[config.mk]
export PLATFORM = sky130hd
export DESIGN_NAME = plru_store
export DESIGN_NICKNAME = d
export VERILOG_FILES = /design/src/hdl/dcache_pkg.sv /design/src/hdl/plru_store.sv
export VERILOG_INCLUDE_DIRS = /design/src /design/src/hdl
export SDC_FILE = /design/constraint.sdc
export NUM_CORES = 1
export LEC_CHECK = 0
export BUFFER_PORTS_ARGS = -buffer_cell sky130_fd_sc_hd__buf_2
export CAP_MARGIN = 30
export CORE_ASPECT_RATIO = 1.4
export CORE_UTILIZATION = 40
export DETAILED_ROUTE_END_ITERATION = 7
export SYNTH_ARGS = -nofsm -noshare
export SYNTH_HDL_FRONTEND = slang
export SYNTH_SLANG_ARGS = --single-unit
[constraint.sdc]
create_clock -name i_clk -period 3.2 [get_ports i_clk]
set_input_delay 0.16 -clock i_clk [delete_from_list [all_inputs] [get_ports i_clk]]
set_output_delay 0.16 -clock i_clk [all_outputs]
set_load 0.02 [all_outputs]
[src/hdl/dcache_consts.svh]
`ifndef DCACHE_CONSTS_SVH
`define DCACHE_CONSTS_SVH

// address and data word width
`define DC_ADDR_W 32

// cache geometry
`define DC_WORDS_PER_LINE 4
`define DC_WAYS 4
`define DC_SETS 8

// address split: tag | index | word | byte
`define DC_OFS_W 2
`define DC_IDX_W 3
`define DC_TAG_W 25

// tree bits for four ways
`define DC_PLRU_W 3

`endif

[src/hdl/dcache_pkg.sv]
`default_nettype none

`include "dcache_consts.svh"

package dcache_pkg;

	typedef logic [`DC_ADDR_W-1:0] word_t;
	typedef logic [`DC_ADDR_W/8-1:0] strb_t;
	typedef logic [`DC_TAG_W-1:0] tag_t;
	typedef logic [`DC_IDX_W-1:0] idx_t;
	typedef logic [`DC_OFS_W-1:0] ofs_t;
	typedef logic [1:0] way_t;
	typedef logic [`DC_PLRU_W-1:0] plru_t;

	// controller states
	typedef enum logic [2:0] {
		SWEEP,
		IDLE,
		LOOKUP,
		EVICT_RD,
		EVICT_WR,
		REFILL,
		COMMIT
	} dc_state_e;

endpackage

`default_nettype wire

[src/hdl/plru_store.sv]
`timescale 1ns/1ps
`default_nettype none

`include "dcache_consts.svh"

module plru_store
	import dcache_pkg::*;
(
	input wire logic i_clk,
	input wire logic i_rst,
	input wire idx_t i_idx,
	input wire logic i_touch,
	input wire way_t i_touch_way,
	output way_t o_victim_way
);

	// bit 0 root, bit 1 leaf of ways 0/1, bit 2 leaf of ways 2/3
	plru_t r_bits [`DC_SETS];
	plru_t w_cur;
	plru_t w_next;

	assign w_cur = r_bits[i_idx];

	always_comb begin
		if (w_cur[0]) begin
			o_victim_way = {1'b1, w_cur[2]};
		end else begin
			o_victim_way = {1'b0, w_cur[1]};
		end
	end

	// point root and the touched half's leaf away from the touched way
	always_comb begin
		w_next = w_cur;
		w_next[0] = ~i_touch_way[1];
		if (i_touch_way[1]) begin
			w_next[2] = ~i_touch_way[0];
		end else begin
			w_next[1] = ~i_touch_way[0];
		end
	end

	always_ff @(posedge i_clk) begin
		if (i_rst) begin
			for (int s = 0; s < `DC_SETS; s++) begin
				r_bits[s] <= '0;
			end
		end else if (i_touch) begin
			r_bits[i_idx] <= w_next;
		end
	end

endmodule

`default_nettype wire

# After elaboration in Yosys (flattened, before gate mapping)
# Memories as Yosys holds them, arrays and structs flattened.
# Index checks and enable logic that the tools add are counted.
# Widths: inputs -> output; s select.
[word_totals]
reg_bits = 0
ramBits = 24
inputBits = 8
out_inout_bits = 2
word_cells = 15
memories = 1
[memory_table]
columns = ["memory", "words", "word_bits", "rd", "rd_ports_with_merged_regs", "write_ports", "line", "source"]
rows = [
  ["r_bits", 8, 3, 1, 0, 8, "plru_store.sv:18", "plru_t r_bits [`DC_SETS];"],
]
[op_classes]
mux = 11
bitwise_logic = 2
reduce_logical = 1
[op_table]
columns = ["operator", "n"]
rows = [
  ["$mux 1", 8],
  ["$mux 3", 2],
  ["$reduce_or 3->1", 1],
  ["$mux 2", 1],
  ["$not 1->1", 2],
]

# Depth between registers and ports, before layout
[depth]
depth_word = 5
mapped_depth = 6
depth_no_buf = 3

# Worst setup path before layout
# Ideal clock, no wire load.
[synth_path]
path_kind = "input-to-output"
start = "input port i_idx[0]"
end = "output port o_victim_way[0]"
arrival_time_ns = 1.445
slack_ns = 1.595
path_stages = 5
cell_sequence = "buf_6 -> buf_12 -> mux2i_1 -> mux4_2 -> mux2i_1"
[synth_between]
elab_chain_cells = 2
[synth_lines]
columns = ["element", "line", "source"]
rows = [
  ["start, declared", "plru_store.sv:11", "input wire idx_t i_idx,"],
  ["$mem_v2 8x3", "-", ""],
  ["$mux 2", "plru_store.sv:25", "if (w_cur[0]) begin"],
  ["end, declared", "plru_store.sv:14", "output way_t o_victim_way"],
]
# Every way passes these cells.

# Worst setup path in the final report
[layout_path]
start = "memory r_bits[5][1] in the netlist's numbering"
end = "output port o_victim_way[0]"
[layout_between]
elab_chain_cells = 2
[layout_lines]
columns = ["element", "line"]
rows = [
  ["start, declared", "plru_store.sv:18"],
  ["$mem_v2 8x3", "-"],
  ["$mux 2", "plru_store.sv:25"],
]
# Every way passes these cells.

==> results by group <==
Timing
  • Count of final setup violators: 0
  • Worst slew slack as a fraction of its limit: 70.6%
  • Hold Violations, Final: 0
  • Worst hold-check slack: 0.349 ns
  • Final Cycle Share: 56.5%
  • Total Negative Setup Slacks: 0 ns
  • Final count of pins violating max slew: 0
  • Final worst clock skew: 0.00599 ns
  • Min Clock Period, post-route: 1.81 ns
  • Transition at the pin with the smallest max-transition slack: 0.441 ns
  • Maximum clock rate: 553 MHz
  • Unrepaired setup endpoints after global routing: no

Floorplan
  • Horizontal die dimension: 50.5 um
  • Starting utilization of the core area: 42.2%
  • Number of rows in the core area: 24
  • Vertical die dimension: 69.9 um
  • Die area: 0.00353 mm^2
  • Std-Cell Core Area: 0.00312 mm^2
  • Total I/O pin count: 10

Worst setup path
  • Origin of the worst setup path: r_bits[5][1]$_SDFFCE_PN0P_
  • Data required time at the worst endpoint: 3.04 ns
  • Crit path DAT: 1.65 ns
  • End of the worst register-to-register path: r_bits[7][2]$_SDFFCE_PN0P_
  • Crit-path max FO: 9
  • Reg-to-Reg Start: r_bits[5][2]$_SDFFCE_PN0P_
  • Critical path class: flip-flop to output port
  • Kind of end point of the critical path: output port
  • Nature of the critical path startpoint: flip-flop
  • Worst r2r path cells: 3
  • Internal reg-to-reg setup slack: 1.79 ns

Global route
  • Global route total overflow: 0
  • Total routing resource utilization after global routing: 15.9%
  • Global-route wire length before repair: 4.04 mm
  • Antenna violations before repair: 0
  • Via count of the first global-routing pass: 798
  • Pin count of the biggest net entering global routing: 20

Placed design
  • Final HPWL DP: 1.92 mm
  • Final Wtd Congestion: 0.765
  • Input/output buffers: 9

Final layout
  • Biggest regs: r_bits: 24 flops
  • Number of nets in the final layout: 129
  • Final-layout fill cell count: 315
  • Share of cells above drive strength 1: 13.3%
  • Diodes inserted: 0
  • Most flops, register: r_bits
  • Post-synthesis to final-layout area growth: 5.88%
  • Largest register FFs: 24

Route
  • Final routed wire length divided by cell count: 16.2 um
  • Vias after detailed routing: 847
  • DRC viols: 0
  • Number of design-rule violations left by the first detailed-router iteration: 27
  • Final routed wirelength across all metal layers: 2.57 mm
  • Antenna-violating nets left: 0
  • Initial DRT Pass Iterations: 4
  • Number of vias per cell: 5.33

Run status
  • Run status: finished, final reports clean

Pwr
  • Max VDD drop: 0.000236 V
  • Power density of the placed cells: 449 mW/mm^2
  • Pleak: 0.523 nW

CTS
  • Count of cells resized by post-cts repair: 0
  • Clock edge transition at the registers on the reported setup and hold paths: 0.08 ns
  • Worst-Skew Late Latency: 0.26 ns
  • Total setup buffers inserted after CTS: 0
  • Level count of the clock H-tree: 1
  • Root buffer cell: sky130_fd_sc_hd__clkbuf_8
  • Hold bufs inserted after CTS: 0
  • Clock buffers created by TritonCTS: 3
  • CTS Sinks: 24
  • Longest Clk Path Bufs: 2
  • Clock tree from TritonCTS: built

Synthesis
  • Proportion of synthesized chip area in sequential cells: 54.6%
  • Synth Net Count: 125
  • Synth cell types: 19
  • Syn Std Cell Area: 0.00132 mm^2
  • Average instance area after synthesis: 11.3 um^2
  • Yosys warns: 0
  • Flip-flop and latch count after synthesis: 24
  • Number of instances in the synthesized netlist: 117

Hold path
  • Number of cells on the worst hold path: 2
  • Destination of the worst hold path: r_bits[4][0]$_SDFFCE_PN0P_
  • Min-Delay Path Class: primary input to flip-flop
  • Hold wc startpoint: i_touch_way[1]

Run
  • Maxcap violations: 0
kinds of logic after synthesis:
kind of cell           synth area share, %
AND/OR/NAND/NOR                       18.2
AO/OA/AOI/OAI                         6.07
multiplexers                          15.3
buffers and inverters                 5.79
flip-flops                            54.6
worst max-delay path by stage:
stage | end | slack [ns] | depth (start not counted)
final | o_victim_way[0] | 1.39 | 4
after global routing | o_victim_way[0] | 1.32 | 4
after floorplan | o_victim_way[0] | 1.60 | 5
after global placement | o_victim_way[0] | 1.54 | 5
after CTS | o_victim_way[0] | 1.38 | 4
after detailed placement | o_victim_way[0] | 1.51 | 5
final cells by class:
| type | count | area, um^2 | area share (%) |
|---|---|---|---|
| Multi-Input combinational cell | 80 | 522 | 37.4 |
| Tap cell | 39 | 48.8 | 3.49 |
| Clock inverter | 1 | 3.75 | 0.269 |
| Clock buffer | 3 | 41.3 | 2.96 |
| Sequential cell | 24 | 721 | 51.6 |
| Timing Repair Buffer | 10 | 52.6 | 3.76 |
| Inverter | 2 | 7.51 | 0.538 |
critical path, cell delays in order, from the launching register on:
cell and delay (ns):
sky130_fd_sc_hd__edfxtp_1 0.35, sky130_fd_sc_hd__mux2i_1 0.10, sky130_fd_sc_hd__mux4_2 0.59, sky130_fd_sc_hd__mux2i_1 0.17, sky130_fd_sc_hd__buf_2 0.18
cells in the final DEF (no fill, tap or decap):
cell	instances
sky130_fd_sc_hd__edfxtp_1	24
sky130_fd_sc_hd__nand3_1	16
sky130_fd_sc_hd__a21oi_1	16
sky130_fd_sc_hd__mux2i_1	13
sky130_fd_sc_hd__nand2_1	9
sky130_fd_sc_hd__nand2b_1	9
sky130_fd_sc_hd__nor2_1	9
sky130_fd_sc_hd__buf_2	9
sky130_fd_sc_hd__clkbuf_8	3
sky130_fd_sc_hd__inv_1	2
sky130_fd_sc_hd__nor2b_1	2
sky130_fd_sc_hd__mux4_2	2
sky130_fd_sc_hd__mux4_1	1
sky130_fd_sc_hd__and3b_1	1
sky130_fd_sc_hd__nor3b_1	1
sky130_fd_sc_hd__and2_2	1
sky130_fd_sc_hd__clkinv_1	1
sky130_fd_sc_hd__buf_4	1
per-stage QoR:
stage | cells | utilization, % | instance area [um^2] | worst slack [ns] | total power, mW
6_report | 159 | 44.7 | 1400 | 1.39 | 0.627
5_1_grt | 159 | 44.7 | 1400 | 1.32 | 0.652
4_1_cts | 159 | 44.7 | 1400 | 1.38 | 0.632
3_5_place_dp | 155 | 43.3 | 1350 | 1.51 | 0.457
3_3_place_gp | 155 | 43.3 | 1350 | 1.54 | 0.455
2_1_floorplan | 117 | - | 1320 | 1.60 | 0.437
layer usage:
layer | vias up | global-route usage, % | share of wire [%]
met5 | - | 0 | 0
met4 | 0 | 4.63 | 2.5
met3 | 4 | 1.96 | 2.8
met1 | 397 | 21.2 | 43
li1 | 425 | - | -
met2 | 21 | 26.7 | 52
power breakdown:
part	switching [mW]	internal, mW	total [mW]	leakage, nW
clock	0.0923	0.0858	0.178	0.0231
combinational	0.0534	0.0293	0.0827	0.257
sequential	0.00514	0.361	0.366	0.243
Yosys cell counts:
library cell                n  share of area [%]
sky130_fd_sc_hd__mux4_1     1                2.0
sky130_fd_sc_hd__buf_6      1               0.85
sky130_fd_sc_hd__nand3_1   16                6.1
sky130_fd_sc_hd__and3b_1    1               0.66
sky130_fd_sc_hd__nor3b_1    1               0.57
sky130_fd_sc_hd__a21oi_1   16                6.1
sky130_fd_sc_hd__nor2b_1    2               0.95
sky130_fd_sc_hd__buf_4      1               0.57
sky130_fd_sc_hd__edfxtp_1  24                 55
sky130_fd_sc_hd__buf_12     1                1.5
sky130_fd_sc_hd__buf_1      2               0.57
sky130_fd_sc_hd__nand2_1    9                2.6
sky130_fd_sc_hd__mux4_2     2                3.4
sky130_fd_sc_hd__inv_1      2               0.57
sky130_fd_sc_hd__and2_2     1               0.57
sky130_fd_sc_hd__nor2_1     9                2.6
sky130_fd_sc_hd__mux2i_1   13                9.9
sky130_fd_sc_hd__nand2b_1   9                4.3
sky130_fd_sc_hd__clkbuf_1   6                1.7
Note: power is estimated with default switching activity, not from simulation.
