--- src/hdl/dcache_consts.svh ---
`ifndef DCACHE_CONSTS_SVH
`define DCACHE_CONSTS_SVH

// address and data word width
`define DC_ADDR_W 32

// cache geometry
`define DC_WORDS_PER_LINE 4
`define DC_WAYS 4
`define DC_SETS 8

// address split: tag | index | word | byte
`define DC_OFS_W 2
`define DC_IDX_W 3
`define DC_TAG_W 25

// tree bits for four ways
`define DC_PLRU_W 3

`endif

--- src/hdl/dcache_pkg.sv ---
`default_nettype none

`include "dcache_consts.svh"

package dcache_pkg;

	typedef logic [`DC_ADDR_W-1:0] word_t;
	typedef logic [`DC_ADDR_W/8-1:0] strb_t;
	typedef logic [`DC_TAG_W-1:0] tag_t;
	typedef logic [`DC_IDX_W-1:0] idx_t;
	typedef logic [`DC_OFS_W-1:0] ofs_t;
	typedef logic [1:0] way_t;
	typedef logic [`DC_PLRU_W-1:0] plru_t;

	// controller states
	typedef enum logic [2:0] {
		SWEEP,
		IDLE,
		LOOKUP,
		EVICT_RD,
		EVICT_WR,
		REFILL,
		COMMIT
	} dc_state_e;

endpackage

`default_nettype wire

--- src/hdl/tag_store.sv ---
`timescale 1ns/1ps
`default_nettype none

`include "dcache_consts.svh"

module tag_store
	import dcache_pkg::*;
(
	input wire logic i_clk,
	input wire logic i_rst,
	input wire idx_t i_rd_idx,
	input wire tag_t i_rd_tag,
	input wire logic i_wr_en,
	input wire way_t i_wr_way,
	input wire idx_t i_wr_idx,
	input wire tag_t i_wr_tag,
	input wire logic i_wr_valid,
	output logic o_hit,
	output way_t o_hit_way,
	output tag_t [`DC_WAYS-1:0] o_victim_tag,
	output logic [`DC_WAYS-1:0] o_victim_valid
);

	tag_t r_tag_mem [`DC_WAYS][`DC_SETS];
	logic [`DC_SETS-1:0] r_vld_mem [`DC_WAYS];
	idx_t r_rd_idx;
	tag_t r_rd_tag;

	always_ff @(posedge i_clk) begin
		if (i_rst) begin
			r_rd_idx <= '0;
			r_rd_tag <= '0;
		end else begin
			r_rd_idx <= i_rd_idx;
			r_rd_tag <= i_rd_tag;
		end
	end

	// a write without valid clears the whole set, used by the sweep
	always_ff @(posedge i_clk) begin
		if (i_wr_en) begin
			if (i_wr_valid) begin
				r_tag_mem[i_wr_way][i_wr_idx] <= i_wr_tag;
				r_vld_mem[i_wr_way][i_wr_idx] <= 1'b1;
			end else begin
				for (int w = 0; w < `DC_WAYS; w++) begin
					r_vld_mem[w][i_wr_idx] <= 1'b0;
				end
			end
		end
	end

	// compare all ways at once
	always_comb begin
		o_hit = 1'b0;
		o_hit_way = '0;
		for (int w = 0; w < `DC_WAYS; w++) begin
			o_victim_tag[w] = r_tag_mem[w][r_rd_idx];
			o_victim_valid[w] = r_vld_mem[w][r_rd_idx];
			if (r_vld_mem[w][r_rd_idx] && r_tag_mem[w][r_rd_idx] == r_rd_tag) begin
				o_hit = 1'b1;
				o_hit_way = way_t'(w);
			end
		end
	end

endmodule

`default_nettype wire

--- config.mk ---
export PLATFORM = sky130hd
export DESIGN_NAME = tag_store
export DESIGN_NICKNAME = d
export VERILOG_FILES = /design/src/hdl/dcache_pkg.sv /design/src/hdl/tag_store.sv
export VERILOG_INCLUDE_DIRS = /design/src /design/src/hdl
export SDC_FILE = /design/constraint.sdc
export NUM_CORES = 1
export LEC_CHECK = 0
export BUFFER_PORTS_ARGS = -buffer_cell sky130_fd_sc_hd__buf_2
export CORE_MARGIN = 4
export CORE_UTILIZATION = 37
export DETAILED_ROUTE_END_ITERATION = 16
export PLACE_DENSITY = 0.54
export SETUP_SLACK_MARGIN = 0.15
export SLEW_MARGIN = 0
export SYNTH_ARGS = -nofsm -noshare
export SYNTH_HDL_FRONTEND = slang
export SYNTH_SLANG_ARGS = --single-unit
--- constraint.sdc ---
create_clock -name i_clk -period 3.9 [get_ports i_clk]
set_input_delay 0.585 -clock i_clk [delete_from_list [all_inputs] [get_ports i_clk]]
set_output_delay 0.585 -clock i_clk [all_outputs]
set_load 0.01 [all_outputs]
### Yosys cells after proc, flatten, opt, wreduce, memory -nomap -nowiden

Memories as Yosys holds them, arrays and structs flattened.
Cells that the tools add are included.

| storage, ports and cells | value |
|---|---|
| memories kept | 2 |
| output and inout bits | 107 |
| RAM bits | 832 |
| register bits after elaboration | 28 |
| bits of input ports | 62 |
| word-level logic and storage cells | 64 |

Memory list:

| memory | words | width | rd ports | clocked after memory_dff | wr ports | line | RTL |
|---|---|---|---|---|---|---|---|
| r_tag_mem | 4 | 200 | 4 | 0 | 1 | tag_store.sv:24 | `` tag_t r_tag_mem [`DC_WAYS][`DC_SETS]; `` |
| r_vld_mem | 4 | 8 | 4 | 0 | 4 | tag_store.sv:25 | `` logic [`DC_SETS-1:0] r_vld_mem [`DC_WAYS]; `` |

| cells by class | value |
|---|---|
| equal/unequal tests | 4 |
| multiplexer cells | 41 |
| bitwise logic cells | 2 |
| $lt $le $gt $ge | 6 |
| reduce and logical (&&, ||, !) cells | 7 |

Operator list:

| cell | number |
|---|---|
| $bmux W25 S3 | 4 |
| $mux W25 | 9 |
| $mux W200 | 1 |
| $eq A25 B25 Y1 | 4 |
| $demux W25 S3 | 1 |
| $mux W8 | 4 |
| $mux W1 | 14 |
| $bmux W1 S3 | 4 |
| $ge A4 B4 Y1 const B | 2 |
| $lt A3 B4 Y1 const B | 2 |
| $not A3 Y4 | 2 |
| $reduce_or A8 Y1 | 1 |
| $logic_and A1 B1 Y1 | 6 |
| $mux W2 | 3 |
| $lt A4 B1 Y1 const B | 1 |
| $demux W1 S3 | 1 |
| $ge A3 B1 Y1 const B | 1 |

### Longest topological paths before layout

| logic depth | value |
|---|---|
| depth in word-level cells | 10 |
| gate-level depth with buffers | 13 |
| depth with buffers taken out | 7 |

### Worst setup path after synthesis

OpenSTA, ideal clock, no wires.

| timing | value |
|---|---|
| path kind | register to output |
| start | reg r_rd_idx[2] |
| end | out o_hit_way[0] |
| data required time | 3.315 ns |
| setup slack | 0.273 ns |
| data arrival time | 3.042 ns |
| buffers on the path | 6 |
| cell stages (with the launch flop) | 13 |
| cells stage by stage | dfxtp_1 buf_2 buf_2 buf_4 buf_2 buf_4 buf_2 nor2_1 a221oi_1 xnor2_1 nand4_1 or4_1 o21ai_0 |

RTL lines:

| item | line | RTL |
|---|---|---|
| from (decl) | tag_store.sv:26 | `idx_t r_rd_idx;` |
| from (signal assigned) | tag_store.sv:34 | `r_rd_idx <= i_rd_idx;` |
| to (decl) | tag_store.sv:19 | `output way_t o_hit_way,` |

### Worst setup path in the final report

| timing | value |
|---|---|
| start | reg r_rd_idx[0] |
| end | out o_hit |

| between the ends | value |
|---|---|
| word-level cells in the longest chain between the ends | 10 |
| elaborated cells between the ends (all ways) | 33 |
| those cells by class | 4 x eq/ne; 24 x mux; 1 x bitwise; 4 x reduce/logical |

RTL lines:

| item | line | RTL |
|---|---|---|
| $not A3 Y4 (implied by the code) | tag_store.sv:60 | `if (r_vld_mem[w][r_rd_idx] && r_tag_mem[w][r_rd_idx] == r_rd_tag) begin` |
| $bmux W25 S3 | tag_store.sv:60 |  |
| $mux W25 (implied by the code) (2 in a row) | tag_store.sv:60 |  |
| $eq A25 B25 Y1 | tag_store.sv:60 |  |
| $logic_and A1 B1 Y1 | tag_store.sv:60 |  |
| $mux W1 (3 in a row) | tag_store.sv:60 |  |
| $mux W1 (*) | tag_store.sv:60 |  |
| to (decl) | tag_store.sv:18 | `output logic o_hit,` |

Mark *: on every way between the ends. The rest lies on a longest branch, timed or not. The select of a mux whose other input is x is not followed.

==> qor.yml <==
max_freq_ghz: 0.219
start_util_pct: 37.5
synth-seq-cells: 860
arrival_ns: 3.97
design_area_um2: 41400
syn_area_per_cell_um2: 18.7
cts_buffers: 88
fin_ws_ns: -0.657
drive_gt1_share_pct: 37.0
antenna_found_initial: 6
ys_seq_area_share_pct: 74.6
async_flop_share_pct: 0
cts_hold_buf: 0
final_cell_mix: "edfxtp_1 (808), buf_4 (263), buf_2 (166)"
worstPathMaxFanout: 7
status: "complete, but fails checks"
gp_congestion: 0.834
pwr-share-clk_pct: 40.3
crit_type: "flop to output port"
max_cap_viol_count: 0
synth_top_area_share_pct: 71.5
peakVddDrop_v: 0.000332
setup_violations: 3
worst_pin_slew_ns: 0.987
syn_area_um2: 33900
switchingPower_mw: 4.48
yosys_warnings: 0
syn_to_final_growth_pct: 22.0
violations: "negative setup slack"
grt_pass1_vias: 19100
switching_share_pct: 22.4
cp-endpoint: "o_hit"
core_um2: 90600
drtPass1Iterations: 5
rr_startpoint: "r_vld_mem[1][1]"
clk_latency_ns: 0.62
fin_tns_setup_ns: -1.92
synth_flop_cell: "edfxtp_1"
cp.required_ns: 3.31
reg2reg_slack_ns: 3.30
drc: 0
p_comb_share_pct: 8.3
endpoint_kind: "output port"
cts_tree: "done"
synth_nets: 1881
grt_use_total_pct: 20.7
row_count: 110
drt_iter0_markers: 1744
skew_ns: 0
hold_class: "input pin to flop"
place_area_um2: 38300
synth.area.top_cells: "edfxtp_1 (72%), mux4_2 (7.6%), mux2i_1 (3.5%), mux2_2 (3.3%), dfxtp_1 (3.1%)"
synth_area_leader_cell: "edfxtp_1"
holdWs_ns: 0.168
nets: 2344
path_clk_slew_ns: 0.06
clk_path_buf_depth: 3
port_buffers: 168
wl_per_cell_um: 28.7
p_leak_nw: 13.9
fin_util_pct: 45.7
yosys.cell_types.count: 48
synth_edf_count: 808
min_period_ns: 4.56
postRouteWirelength_mm: 101
post-dp-hpwl_mm: 65.1
power_density_nw_per_um2: 483
chipWidth_um: 311
clock_sinks: 860
hold_violations: 0
internal-power_mw: 15.5
gr-total-overflow: 0
reg2reg_depth: 1
grt_max_degree: 37
crit_start: "r_rd_idx[0]"
r2r-end: "r_vld_mem[1][1]"
fillCellCount: 7788
vias: 19000
avgViaCountPerCell: 5.39
die_area_um2: 96600
slew_headroom_pct: 34.1
seqPwrFrac_pct: 51.4
drv_slew: 0
dieHeight_um: 311
root_buffer: "clkbuf_16"
htreeDepth: 3
rsz0062_at_grt: "true"
finalCritPeriodShare_pct: 117
final_common_cell: "edfxtp_1"
io_pins: 169
postRouteAntennaNets: 0
synth_cells: 1819
grt_first_pass_wirelength_mm: 144
cp-start-kind: "flop"
==> power by group through the flow <==
stage | combinational (mW) | sequential [mW] | clock [mW]
global route | 1.76 | 10.3 | 8.64
CTS | 1.67 | 10.3 | 8.24
finish | 1.66 | 10.3 | 8.06
floorplan | 0.754 | 10.4 | 0
detailed placement | 1.63 | 10.5 | 0
global placement | 1.61 | 10.5 | 0
==> area by class of cell <==
class                   count  area [um^2]  area share (%)
inverters                  11         41.3          0.0997
diodes                      5         12.5          0.0302
repair buffers            463         3430            8.29
flip-flops and latches    860        25300            61.2
clock inverters            38          307           0.740
clock buffers             120         2450            5.91
multi-input cells         858         8370            20.2
well taps                1176         1470            3.55
==> cell usage after synthesis, drive strengths merged (24+ instances only) <==
library cell,number
mux2i,119
buf,70
nand2,29
a221oi,36
o22ai,38
xnor2,44
mux4,114
edfxtp,808
o21ai,24
nor2,128
mux2,100
dfxtp,52
o21a,31
nor2b,36
==> stage by stage <==
step | setup WS (ns) | power (mW) | instances
3_5_place_dp | -0.362 | 12.1 | 3354
2_1_floorplan | 0.273 | 11.2 | 1819
5_1_grt | -0.758 | 20.7 | 3527
6_report | -0.657 | 20.0 | 3531
3_3_place_gp | -0.365 | 12.1 | 3354
4_1_cts | -0.713 | 20.2 | 3523
==> registers in the layout, indices dropped and copies added (netlist names) <==
register,cells
r_rd_idx,3
r_tag_mem,800
r_vld_mem,32
r_rd_tag,25
==> worst max-delay path: stages (launching register included) <==
cell	delay (ns)
dfxtp_4	0.39
buf_6	0.11
buf_12	0.12
mux4_2	0.49
mux2_4	0.29
xor2_1	0.14
or3_4	0.40
or4_4	0.48
or4_4	0.54
o2111ai_2	0.10
buf_4	0.17
buf_6	0.10
==> metal layers <==
layer	track usage [%]	routed length [um]	vias up	share of wire [%]
met5	0	27	-	0.027
met4	4.85	2050	4	2.0
met3	3.14	5890	105	5.8
met2	34.8	49500	629	49
met1	28.7	44000	10100	43
li1	-	-	8251	-
==> cell families after synthesis <==
family	Yosys count	share of synthesized area, %
compound gates	159	3.34
xor+xnor	60	1.55
buf+inv	101	1.65
flops	860	74.6
mux	333	14.4
simple gates	306	4.48
==> timing repair <==
action                     CTS  global route
gates resized for setup     36            13
buffers inserted            10             3
pin swaps                    7             1
gates cloned                 1             0
setup endpoints to repair    5             4
==> worst min path at each step <==
| stage | start | slack [ns] | cells after the start | endpoint |
|---|---|---|---|---|
| floorplan | r_vld_mem[0][1] | 0.44 | 1 | r_vld_mem[0][1] |
| global placement | r_vld_mem[0][6] | 0.44 | 1 | r_vld_mem[0][6] |
| detailed placement | r_vld_mem[1][3] | 0.45 | 1 | r_vld_mem[1][3] |
| CTS | i_rd_tag[1] | 0.13 | 2 | r_rd_tag[1] |
| global route | i_rd_tag[4] | 0.15 | 2 | r_rd_tag[4] |
| finish | i_rd_tag[4] | 0.17 | 2 | r_rd_tag[4] |
(Power assumes the default switching activity.)
