$ cat config.mk
export PLATFORM = sky130hd
export DESIGN_NAME = axil_word_master_flat
export DESIGN_NICKNAME = d
export VERILOG_FILES = /design/src/hdl/dcache_pkg.sv /design/src/hdl/mem_word_if.sv /design/src/hdl/axil_word_master.sv /design/src/flat_wrapper.sv
export VERILOG_INCLUDE_DIRS = /design/src /design/src/hdl
export SDC_FILE = /design/constraint.sdc
export NUM_CORES = 1
export LEC_CHECK = 0
export ABC_AREA = 1
export ABC_CLOCK_PERIOD_IN_PS = 10050
export BUFFER_PORTS_ARGS = -buffer_cell sky130_fd_sc_hd__buf_2
export CAP_MARGIN = 20
export CORE_ASPECT_RATIO = 1.2
export CORE_MARGIN = 2
export CORE_UTILIZATION = 40
export CTS_CLUSTER_DIAMETER = 150
export DETAILED_ROUTE_END_ITERATION = 7
export PLACE_DENSITY = 0.85
export SETUP_SLACK_MARGIN = 0.5
export SYNTH_ARGS = -nofsm -noshare
export SYNTH_HDL_FRONTEND = slang
export SYNTH_SLANG_ARGS = --single-unit
$ cat constraint.sdc
create_clock -name i_clk -period 10.05 [get_ports i_clk]
set_input_delay 2.01 -clock i_clk [delete_from_list [all_inputs] [get_ports i_clk]]
set_output_delay 2.01 -clock i_clk [all_outputs]
set_load 0.005 [all_outputs]
$ cat src/hdl/dcache_consts.svh
`ifndef DCACHE_CONSTS_SVH
`define DCACHE_CONSTS_SVH

// address and data word width
`define DC_ADDR_W 32

// cache geometry
`define DC_WORDS_PER_LINE 4
`define DC_WAYS 4
`define DC_SETS 8

// address split: tag | index | word | byte
`define DC_OFS_W 2
`define DC_IDX_W 3
`define DC_TAG_W 25

// tree bits for four ways
`define DC_PLRU_W 3

`endif

$ cat src/hdl/dcache_pkg.sv
`default_nettype none

`include "dcache_consts.svh"

package dcache_pkg;

	typedef logic [`DC_ADDR_W-1:0] word_t;
	typedef logic [`DC_ADDR_W/8-1:0] strb_t;
	typedef logic [`DC_TAG_W-1:0] tag_t;
	typedef logic [`DC_IDX_W-1:0] idx_t;
	typedef logic [`DC_OFS_W-1:0] ofs_t;
	typedef logic [1:0] way_t;
	typedef logic [`DC_PLRU_W-1:0] plru_t;

	// controller states
	typedef enum logic [2:0] {
		SWEEP,
		IDLE,
		LOOKUP,
		EVICT_RD,
		EVICT_WR,
		REFILL,
		COMMIT
	} dc_state_e;

endpackage

`default_nettype wire

$ cat src/hdl/mem_word_if.sv
`timescale 1ns/1ps
`default_nettype none

// one word per request, req_valid held until done
interface mem_word_if import dcache_pkg::*; ();

	logic req_valid;
	logic req_write;
	word_t req_addr;
	word_t req_wdata;
	logic done;
	word_t rdata;

	modport ctrl (
		output req_valid, req_write, req_addr, req_wdata,
		input done, rdata
	);

	modport master (
		input req_valid, req_write, req_addr, req_wdata,
		output done, rdata
	);

endinterface

`default_nettype wire

$ cat src/hdl/axil_word_master.sv
`timescale 1ns/1ps
`default_nettype none

module axil_word_master
	import dcache_pkg::*;
(
	input wire logic i_clk,
	input wire logic i_rst,
	mem_word_if.master mw,
	output logic o_awvalid,
	input wire logic i_awready,
	output word_t o_awaddr,
	output logic o_wvalid,
	input wire logic i_wready,
	output word_t o_wdata,
	output strb_t o_wstrb,
	input wire logic i_bvalid,
	output logic o_bready,
	input wire logic [1:0] i_bresp,
	output logic o_arvalid,
	input wire logic i_arready,
	output word_t o_araddr,
	input wire logic i_rvalid,
	output logic o_rready,
	input wire word_t i_rdata,
	input wire logic [1:0] i_rresp
);

	logic r_done;
	word_t r_rdata;
	logic w_busy;
	logic w_start;

	// response codes are not checked, every word is taken as done
	assign w_busy = o_awvalid | o_wvalid | o_bready | o_arvalid | o_rready;
	assign w_start = mw.req_valid && !w_busy && !r_done;
	assign o_wstrb = '1;
	assign mw.done = r_done;
	assign mw.rdata = r_rdata;

	always_ff @(posedge i_clk) begin
		if (i_rst) begin
			o_awvalid <= 1'b0;
			o_wvalid <= 1'b0;
			o_bready <= 1'b0;
			o_arvalid <= 1'b0;
			o_rready <= 1'b0;
			r_done <= 1'b0;
		end else begin
			r_done <= 1'b0;
			if (w_start && mw.req_write) begin
				o_awvalid <= 1'b1;
				o_wvalid <= 1'b1;
				o_bready <= 1'b1;
			end
			if (w_start && !mw.req_write) begin
				o_arvalid <= 1'b1;
				o_rready <= 1'b1;
			end
			// address and data channels finish on their own
			if (o_awvalid && i_awready) begin
				o_awvalid <= 1'b0;
			end
			if (o_wvalid && i_wready) begin
				o_wvalid <= 1'b0;
			end
			if (o_arvalid && i_arready) begin
				o_arvalid <= 1'b0;
			end
			if ((o_bready && i_bvalid) || (o_rready && i_rvalid)) begin
				o_bready <= 1'b0;
				o_rready <= 1'b0;
				r_done <= 1'b1;
			end
		end
	end

	always_ff @(posedge i_clk) begin
		if (w_start) begin
			o_awaddr <= mw.req_addr;
			o_araddr <= mw.req_addr;
			o_wdata <= mw.req_wdata;
		end
		if (o_rready && i_rvalid) begin
			r_rdata <= i_rdata;
		end
	end

endmodule

`default_nettype wire

$ cat src/flat_wrapper.sv
// flat-port wrapper written by rule: the top's interface ports become plain ports
module axil_word_master_flat import dcache_pkg::*;
  (i_clk, i_rst, o_awvalid, i_awready, o_awaddr, o_wvalid, i_wready, o_wdata, o_wstrb, i_bvalid, o_bready, i_bresp, o_arvalid, i_arready, o_araddr, i_rvalid, o_rready, i_rdata, i_rresp, mw_req_valid, mw_req_write, mw_req_addr, mw_req_wdata, mw_done, mw_rdata);
  mem_word_if mw_i ();
  input wire logic i_clk;
  input wire logic i_rst;
  output logic o_awvalid;
  input wire logic i_awready;
  output word_t o_awaddr;
  output logic o_wvalid;
  input wire logic i_wready;
  output word_t o_wdata;
  output strb_t o_wstrb;
  input wire logic i_bvalid;
  output logic o_bready;
  input wire logic [1:0] i_bresp;
  output logic o_arvalid;
  input wire logic i_arready;
  output word_t o_araddr;
  input wire logic i_rvalid;
  output logic o_rready;
  input wire word_t i_rdata;
  input wire logic [1:0] i_rresp;
  input wire logic [$bits(mw_i.req_valid)-1:0] mw_req_valid;
  input wire logic [$bits(mw_i.req_write)-1:0] mw_req_write;
  input wire logic [$bits(mw_i.req_addr)-1:0] mw_req_addr;
  input wire logic [$bits(mw_i.req_wdata)-1:0] mw_req_wdata;
  output wire logic [$bits(mw_i.done)-1:0] mw_done;
  output wire logic [$bits(mw_i.rdata)-1:0] mw_rdata;
  assign mw_i.req_valid = mw_req_valid;
  assign mw_i.req_write = mw_req_write;
  assign mw_i.req_addr = mw_req_addr;
  assign mw_i.req_wdata = mw_req_wdata;
  assign mw_done = mw_i.done;
  assign mw_rdata = mw_i.rdata;
  axil_word_master u_core (.i_clk(i_clk), .i_rst(i_rst), .mw(mw_i), .o_awvalid(o_awvalid), .i_awready(i_awready), .o_awaddr(o_awaddr), .o_wvalid(o_wvalid), .i_wready(i_wready), .o_wdata(o_wdata), .o_wstrb(o_wstrb), .i_bvalid(i_bvalid), .o_bready(o_bready), .i_bresp(i_bresp), .o_arvalid(o_arvalid), .i_arready(i_arready), .o_araddr(o_araddr), .i_rvalid(i_rvalid), .o_rready(o_rready), .i_rdata(i_rdata), .i_rresp(i_rresp));
endmodule
* Word level (Yosys, flattened, before mapping)
Index checks and enable logic that the tools add are counted.
Cells by class: multiplexer cells 1, bitwise gates (word level) 4, reductions and logical operators 17
Operators by type and width (count):
- $logic_and A1 B1 Y1 | 9
- $reduce_or A2 Y1 | 4
- $or A1 B1 Y1 | 4
- $logic_not A1 Y1 | 3
- $logic_or A1 B1 Y1 | 1
- $mux W1 | 1
Word-level totals: register bits 102, input bits 109, output and inout bits 138, logic and storage cells 31

* Longest topological paths before layout
Gate-level depths: netlist of run 1.
word-level depth 8, mapped depth 5, mapped depth without buffers 5

* Worst setup path after synthesis of run 1
OpenSTA, ideal clock, no wires.
path type input-to-reg, from input mw_req_valid, to register u_core.o_araddr[0], enable pin, setup time 0.644 ns, arrival 8.222 ns, data required time 9.406 ns, slack 1.184 ns, stages 2, buffers on the path 0, path through nand2_1 > nor4_1
Between the ends: longest elaborated chain between the ends 2
RTL lines:
- start: declaration | RTL line flat_wrapper.sv:24 | input wire logic [$bits(mw_i.req_valid)-1:0] mw_req_valid;
- $logic_and A1 B1 Y1 (2 in a row) | RTL line axil_word_master.sv:36 | assign w_start = mw.req_valid && !w_busy && !r_done;
- net u_core.w_start | RTL line axil_word_master.sv:32 | logic w_start;
- end signal: assignment | RTL line axil_word_master.sv:81 | o_araddr <= mw.req_addr;
- end: declaration | RTL line axil_word_master.sv:22 | output word_t o_araddr,
The timed path passes the listed nets, and every way through them passes these cells. A chain may end at the register's enable or synchronous reset.

* Worst setup path in the final report of run 1
from input mw_req_valid, to register u_core.o_araddr[7], enable pin
The elaborated chain is that of the path after synthesis.

==> results of run 1 <==
metal layers:
| metal | vias to the layer above | global-route usage (%) | wire (um) |
|---|---|---|---|
| met3 | 11 | 9.71 | 1170 |
| li1 | 1011 | - | - |
| met1 | 1003 | 16.1 | 2640 |
| met2 | 176 | 27.4 | 3900 |
| met5 | - | 0 | 0 |
| met4 | 0 | 7.03 | 163 |
sequential cells by signal, summed over array words and instances, names as in the netlist:
signal            flops
u_core.mw.rdata      32
u_core.o_araddr      32
u_core.o_wdata       32
u_core.mw.done        1
u_core.o_arvalid      1
u_core.o_awvalid      1
u_core.o_bready       1
u_core.o_rready       1
u_core.o_wvalid       1
cell usage after synthesis (all sizes together):
cell type  instances
nor4               1
nand2             11
nor2               2
nand3              3
conb               1
dfxtp              6
buf               36
inv                8
a21oi              6
edfxtp            96
how the worst max path moves through the flow:
stage	startpoint	endpoint	slack, ps	cells after the start
2_1_floorplan	mw_req_valid	u_core.o_araddr[0]	1180	2
3_3_place_gp	mw_req_valid	u_core.o_araddr[29]	6560	4
3_5_place_dp	mw_req_valid	u_core.o_araddr[11]	6480	4
4_1_cts	mw_req_valid	u_core.o_wdata[10]	6880	4
5_1_grt	mw_req_valid	u_core.o_wdata[27]	6780	4
6_report	mw_req_valid	u_core.o_araddr[7]	6840	4
metrics by stage:
stage               instances  utilization, %  hold slack, ps
floorplan                 173               -             474
global route              507            57.7             537
finish                    507            57.7             492
detailed placement        490            55.0             480
global placement          490            55.0             469
CTS                       506            57.4             493
worst register-to-register path: stages (launching register included):
cell,delay (ps)
dfxtp_1,330
inv_1,80
nand2_1,90
nor4_2,290
buf_4,690
cells by family after synthesis:
kind of cell / Yosys count
compound gates: 6
buf+inv: 44
other cells: 1
flops: 102
simple gates: 17
area by class of cell:
type                            count  area [um2]  area share, %
Tap cell                          114         143           3.01
Timing Repair Buffer              240        1230           25.9
Inverter                            8        30.0          0.635
Sequential cell                   102        3000           63.5
Multi-Input combinational cell     27         131           2.78
Clock inverter                      7        75.1           1.59
Clock buffer                        9         124           2.62
report_power, final:
| group | internal [W] | switching [W] |
|---|---|---|
| clock network | 0.000115 | 0.000134 |
| logic | 0.0000580 | 0.0000717 |
| registers | 0.000525 | 0.0000153 |
==> results.cfg, run 1 <==
[critical_path]
crit_slowest_cell = buf_4
path_delay_family = buffers and inverters
reg2reg_to = u_core.o_araddr[7]
startpoint_type = primary input
crit_fanout = 64
r2r_slack_ps = 8160
cpPeakStageDelay_ps = 690
worstPathCellList = buf_2 -> nand2_1 -> nor4_2 -> buf_4
path_class = primary input to flop
crit_required_ps = 10040
critPathArrivalTime_ps = 3200
cp-end-kind = flop
ff2ff_path_depth = 4
critPathBufInv = 2
rr_startpoint = u_core.o_rready

[global_routing]
grt_usage_pct = 16.4
grt_pass1_vias = 2324
grt_max_degree = 65
grt_pass1_wl_um = 11100
antenna_found_initial = 0
grt_overflow = 0

[clock_tree]
cts_root_buffer = clkbuf_8
clockBufferDepth = 2
htree_levels = 3
post_cts_buffers = 0
clk_latency_ps = 360
cts_tree = done
clkTransAtPathRegs_ps = 90
cts.sinks = 102
cts_hold_buf = 0
cts_buffers = 9
post_cts_resized = 0

[timing]
fin_ws_ps = 6840
layout_min_cycle_time_ps = 3210
tns_ps = 0
slew_headroom_pct = 45.8
rsz0062_at_grt = false
worst_pin_slew_ps = 813
finalSetupViolations = 0
finalHoldViolations = 0
skew_ps = 10.1
max_freq_mhz = 312
post-route-period-util_pct = 31.9
drv_slew = 0

[run_status]
status = finished, final reports clean

[yosys]
muxShareOfSynthArea_pct = 0
ys_seq_elements = 102
synthesis.area_um2 = 3420
avgSynthCellArea_um2 = 20.1
synth-compound-area-share_pct = 0.879
synth.distinct_cells = 11
netlist_top_cells_area = edfxtp_1, buf_4, dfxtp_1
yosysSeqAreaShare_pct = 87.9
synthCells = 170
yosysWarnings = 0
synth_top_area_share_pct = 84.4
synthAdderAreaFrac_pct = 0
synthXorXnorAreaFrac_pct = 0
synth_top_cell_by_area = edfxtp_1
synth_top_family_by_area = buffers and inverters
yosys.area_share.simple_pct = 2.34

[pwr]
peakVddDrop_mv = 0.111
finalPower_w = 0.000920
power.density_nw_per_um2 = 194
p_leak_nw = 2.09

[final_layout]
fill_cells = 666
syn2layout_area_growth_pct = 38.5
drive_gt1_share_pct = 65.9
antennaDiodeCount = 0
finalNetCount = 497
fin_area_um2 = 4730
final_cell_mix = buf_2, edfxtp_1, nand2_1, clkbuf_8, inv_1
final_common_cell = buf_2

[placement]
place_area_um2 = 4510
portBuffers = 238
detailed_place_hpwl_um = 6040
pre_cts_ws_ps = 6480
place_congestion = 0.764

[routing]
firstDrtPassIters = 4
vias_per_cell = 4.34
wire_per_inst_um = 15.5
vias = 2201
detail-route-antenna-nets = 0
drc = 0
wirelength_um = 7870
drt_iter0_drc = 113

[die]
die_area_um2 = 9300
die_x_um = 88.4
core_region_area_um2 = 8200
die_h_um = 105
io_pins = 247
start_util_pct = 41.7
row_count = 36

[min_path]
hold_end = u_core.o_awvalid
hold_depth = 2
hp-start = u_core.o_awvalid
hold_class = flop to flop

[run]
drv_cap = 0
Power figures use the tool's default switching activity.
==> run 2, diff against run 1 <==
--- a/config.mk
+++ b/config.mk
@@ -6,16 +6,16 @@
 export SDC_FILE = /design/constraint.sdc
 export NUM_CORES = 1
 export LEC_CHECK = 0
-export ABC_AREA = 1
-export ABC_CLOCK_PERIOD_IN_PS = 10050
+export ABC_AREA = 0
+export ABC_CLOCK_PERIOD_IN_PS = 2600
 export BUFFER_PORTS_ARGS = -buffer_cell sky130_fd_sc_hd__buf_2
 export CAP_MARGIN = 20
 export CORE_ASPECT_RATIO = 1.2
 export CORE_MARGIN = 2
-export CORE_UTILIZATION = 40
+export CORE_UTILIZATION = 36
 export CTS_CLUSTER_DIAMETER = 150
 export DETAILED_ROUTE_END_ITERATION = 7
-export PLACE_DENSITY = 0.85
+export PLACE_DENSITY = 0.81
 export SETUP_SLACK_MARGIN = 0.5
 export SYNTH_ARGS = -nofsm -noshare
 export SYNTH_HDL_FRONTEND = slang
==> constraint.sdc (replaced) <==
create_clock -name i_clk -period 2.6 [get_ports i_clk]
set_input_delay 0.52 -clock i_clk [delete_from_list [all_inputs] [get_ports i_clk]]
set_output_delay 0.52 -clock i_clk [all_outputs]
set_load 0.005 [all_outputs]
==> results.cfg, run 2 <==
[die]
die_area_um2 = 10300
core_region_area_um2 = 9130
die_h_um = 111
io_pins = 247
row_count = 38
die_x_um = 92.9
start_util_pct = 37.4

[placement]
place_congestion = 0.732
detailed_place_hpwl_um = 5920
portBuffers = 238
place_area_um2 = 4520
dp.cells = 485

[global_routing]
grt_usage_pct = 14.5
grt_pass1_vias = 2199
antenna_found_initial = 2
grt_pass1_wl_um = 10900
grt_overflow = 0
grt_max_degree = 60

[critical_path]
crit_fanout = 59
crit_required_ps = 2630
critPathArrivalTime_ps = 1760
path_class = flop to flop
startpoint_type = flop
cp-end-kind = flop

[clock_tree]
cts.sinks = 102
clockBufferDepth = 2
post_cts_resized = 0
clkTransAtPathRegs_ps = 90
clk_latency_ps = 350
cts_buffers = 9
cts_tree = done
cts_hold_buf = 0
cts_root_buffer = clkbuf_8
htree_levels = 3
post_cts_buffers = 0

[run_status]
status = finished, final reports clean

[pwr]
peakVddDrop_mv = 0.398
power.density_nw_per_um2 = 739
p_leak_nw = 2.05

[yosys]
synthFlopType = edfxtp_1
avgSynthCellArea_um2 = 21.5
ys_seq_elements = 102
yosysSeqAreaShare_pct = 87.9
synth.most_common_cell = edfxtp_1
yosysWarnings = 0
synth_top_cell_by_area = edfxtp_1
synthArstFlopShare_pct = 0
synth.distinct_cells = 16
synthesis.area_um2 = 3410
synth_edf_count = 96
synth_top_area_share_pct = 84.4
netlist_top_cells_area = edfxtp_1, buf_4, dfxtp_1
synthTopCellsByCount = edfxtp_1, buf_4, dfxtp_1, a21oi_1, nor2b_1
synthCells = 159

[timing]
post-route-period-util_pct = 66.7
skew_ps = 11.0
drv_slew = 0
finalSetupViolations = 0
max_freq_mhz = 577
worst_pin_slew_ps = 675
rsz0062_at_grt = false
slew_headroom_pct = 55.0
tns_ps = 0
finalHoldViolations = 0
layout_min_cycle_time_ps = 1730

[routing]
drt_iter0_drc = 87
wire_per_inst_um = 14.9
vias = 2143
firstDrtPassIters = 4
wirelength_um = 7490
drc = 0
detail-route-antenna-nets = 0
vias_per_cell = 4.27

[run]
drv_cap = 0

[final_layout]
finalNetCount = 485
finalNonFillerCells = 502
syn2layout_area_growth_pct = 38.4
fin_area_um2 = 4730
drive_gt1_share_pct = 66.9
final_util_pct = 51.8
final_common_cell = buf_2
final_cell_mix = buf_2, edfxtp_1, clkbuf_8, dfxtp_1

[min_path]
hold_class = primary input to flop
==> run 2: cell count changes in the layout (fill, tap and decap cells not counted), sizes merged, moves of 2 or more <==
cell / delta
nand2: -11
inv: -7
clkbuf: +3
clkinv: -3
nor2b: +3
a21oi: -2
and2: +2
nand2b: +2
nand3: -2
==> run 2: kinds of logic after synthesis <==
| logic type | after synthesis | synth area share [%] |
|---|---|---|
| and+or+nand+nor | 13 | 2.89 |
| other | 1 | 0.110 |
| AOI/OAI and AO/OA | 6 | 1.03 |
| buffers and inverters | 37 | 8.02 |
| DFF | 102 | 87.9 |
==> run 2: per-stage QoR <==
| step | hold slack (ps) | worst slack, ps | total power, W |
|---|---|---|---|
| after detailed placement | 499 | 673 | 0.00252 |
| after global placement | 483 | 715 | 0.00250 |
| final | 338 | 866 | 0.00349 |
| after CTS | 310 | 831 | 0.00354 |
| after floorplan | 477 | 523 | 0.00228 |
| after global routing | 303 | 747 | 0.00365 |
==> run 2: worst paths after layout <==
| check | from | to | slack [ps] | cells past startpoint |
|---|---|---|---|---|
| worst max-delay path | u_core.o_rready | u_core.o_araddr[20] | 870 | 3 |
| worst min-delay path | i_rdata[13] | u_core.mw.rdata[13] | 340 | 1 |
| worst max register to register | u_core.o_rready | u_core.o_araddr[20] | 870 | 3 |
| worst min register to register | u_core.o_bready | u_core.o_bready | 510 | 2 |
==> run 2: report_power, final <==
part	internal (W)	leakage, nW	switching [W]	total [W]
registers	0.00199	0.944	0.0000516	0.00204
logic	0.000206	1.01	0.000220	0.000426
clock network	0.000541	0.0982	0.000486	0.00103
==> run 2: area by class of cell <==
class                   count  area [um2]
diodes                      1        2.50
clock buffers              12         135
clock inverters             4        71.3
fillers                   813        4400
inverters                   1        3.75
multi-input cells          23         149
flip-flops and latches    102        3000
well taps                 120         150
repair buffers            239        1210
==> run 2: routing by layer <==
metal	part of all wire, %	vias up	global-route usage, %	routed length (um)
met3	15	13	7.75	1150
met1	30	973	12.5	2260
met2	52	168	25.8	3870
met4	2.5	2	8.24	189
met5	0.21	-	0	16
li1	-	987	-	-
==> run 2: worst max-delay path, stage by stage (launching register included) <==
cell	delay [ps]
dfxtp_1	370
nor4b_4	360
and2_2	330
buf_12	300
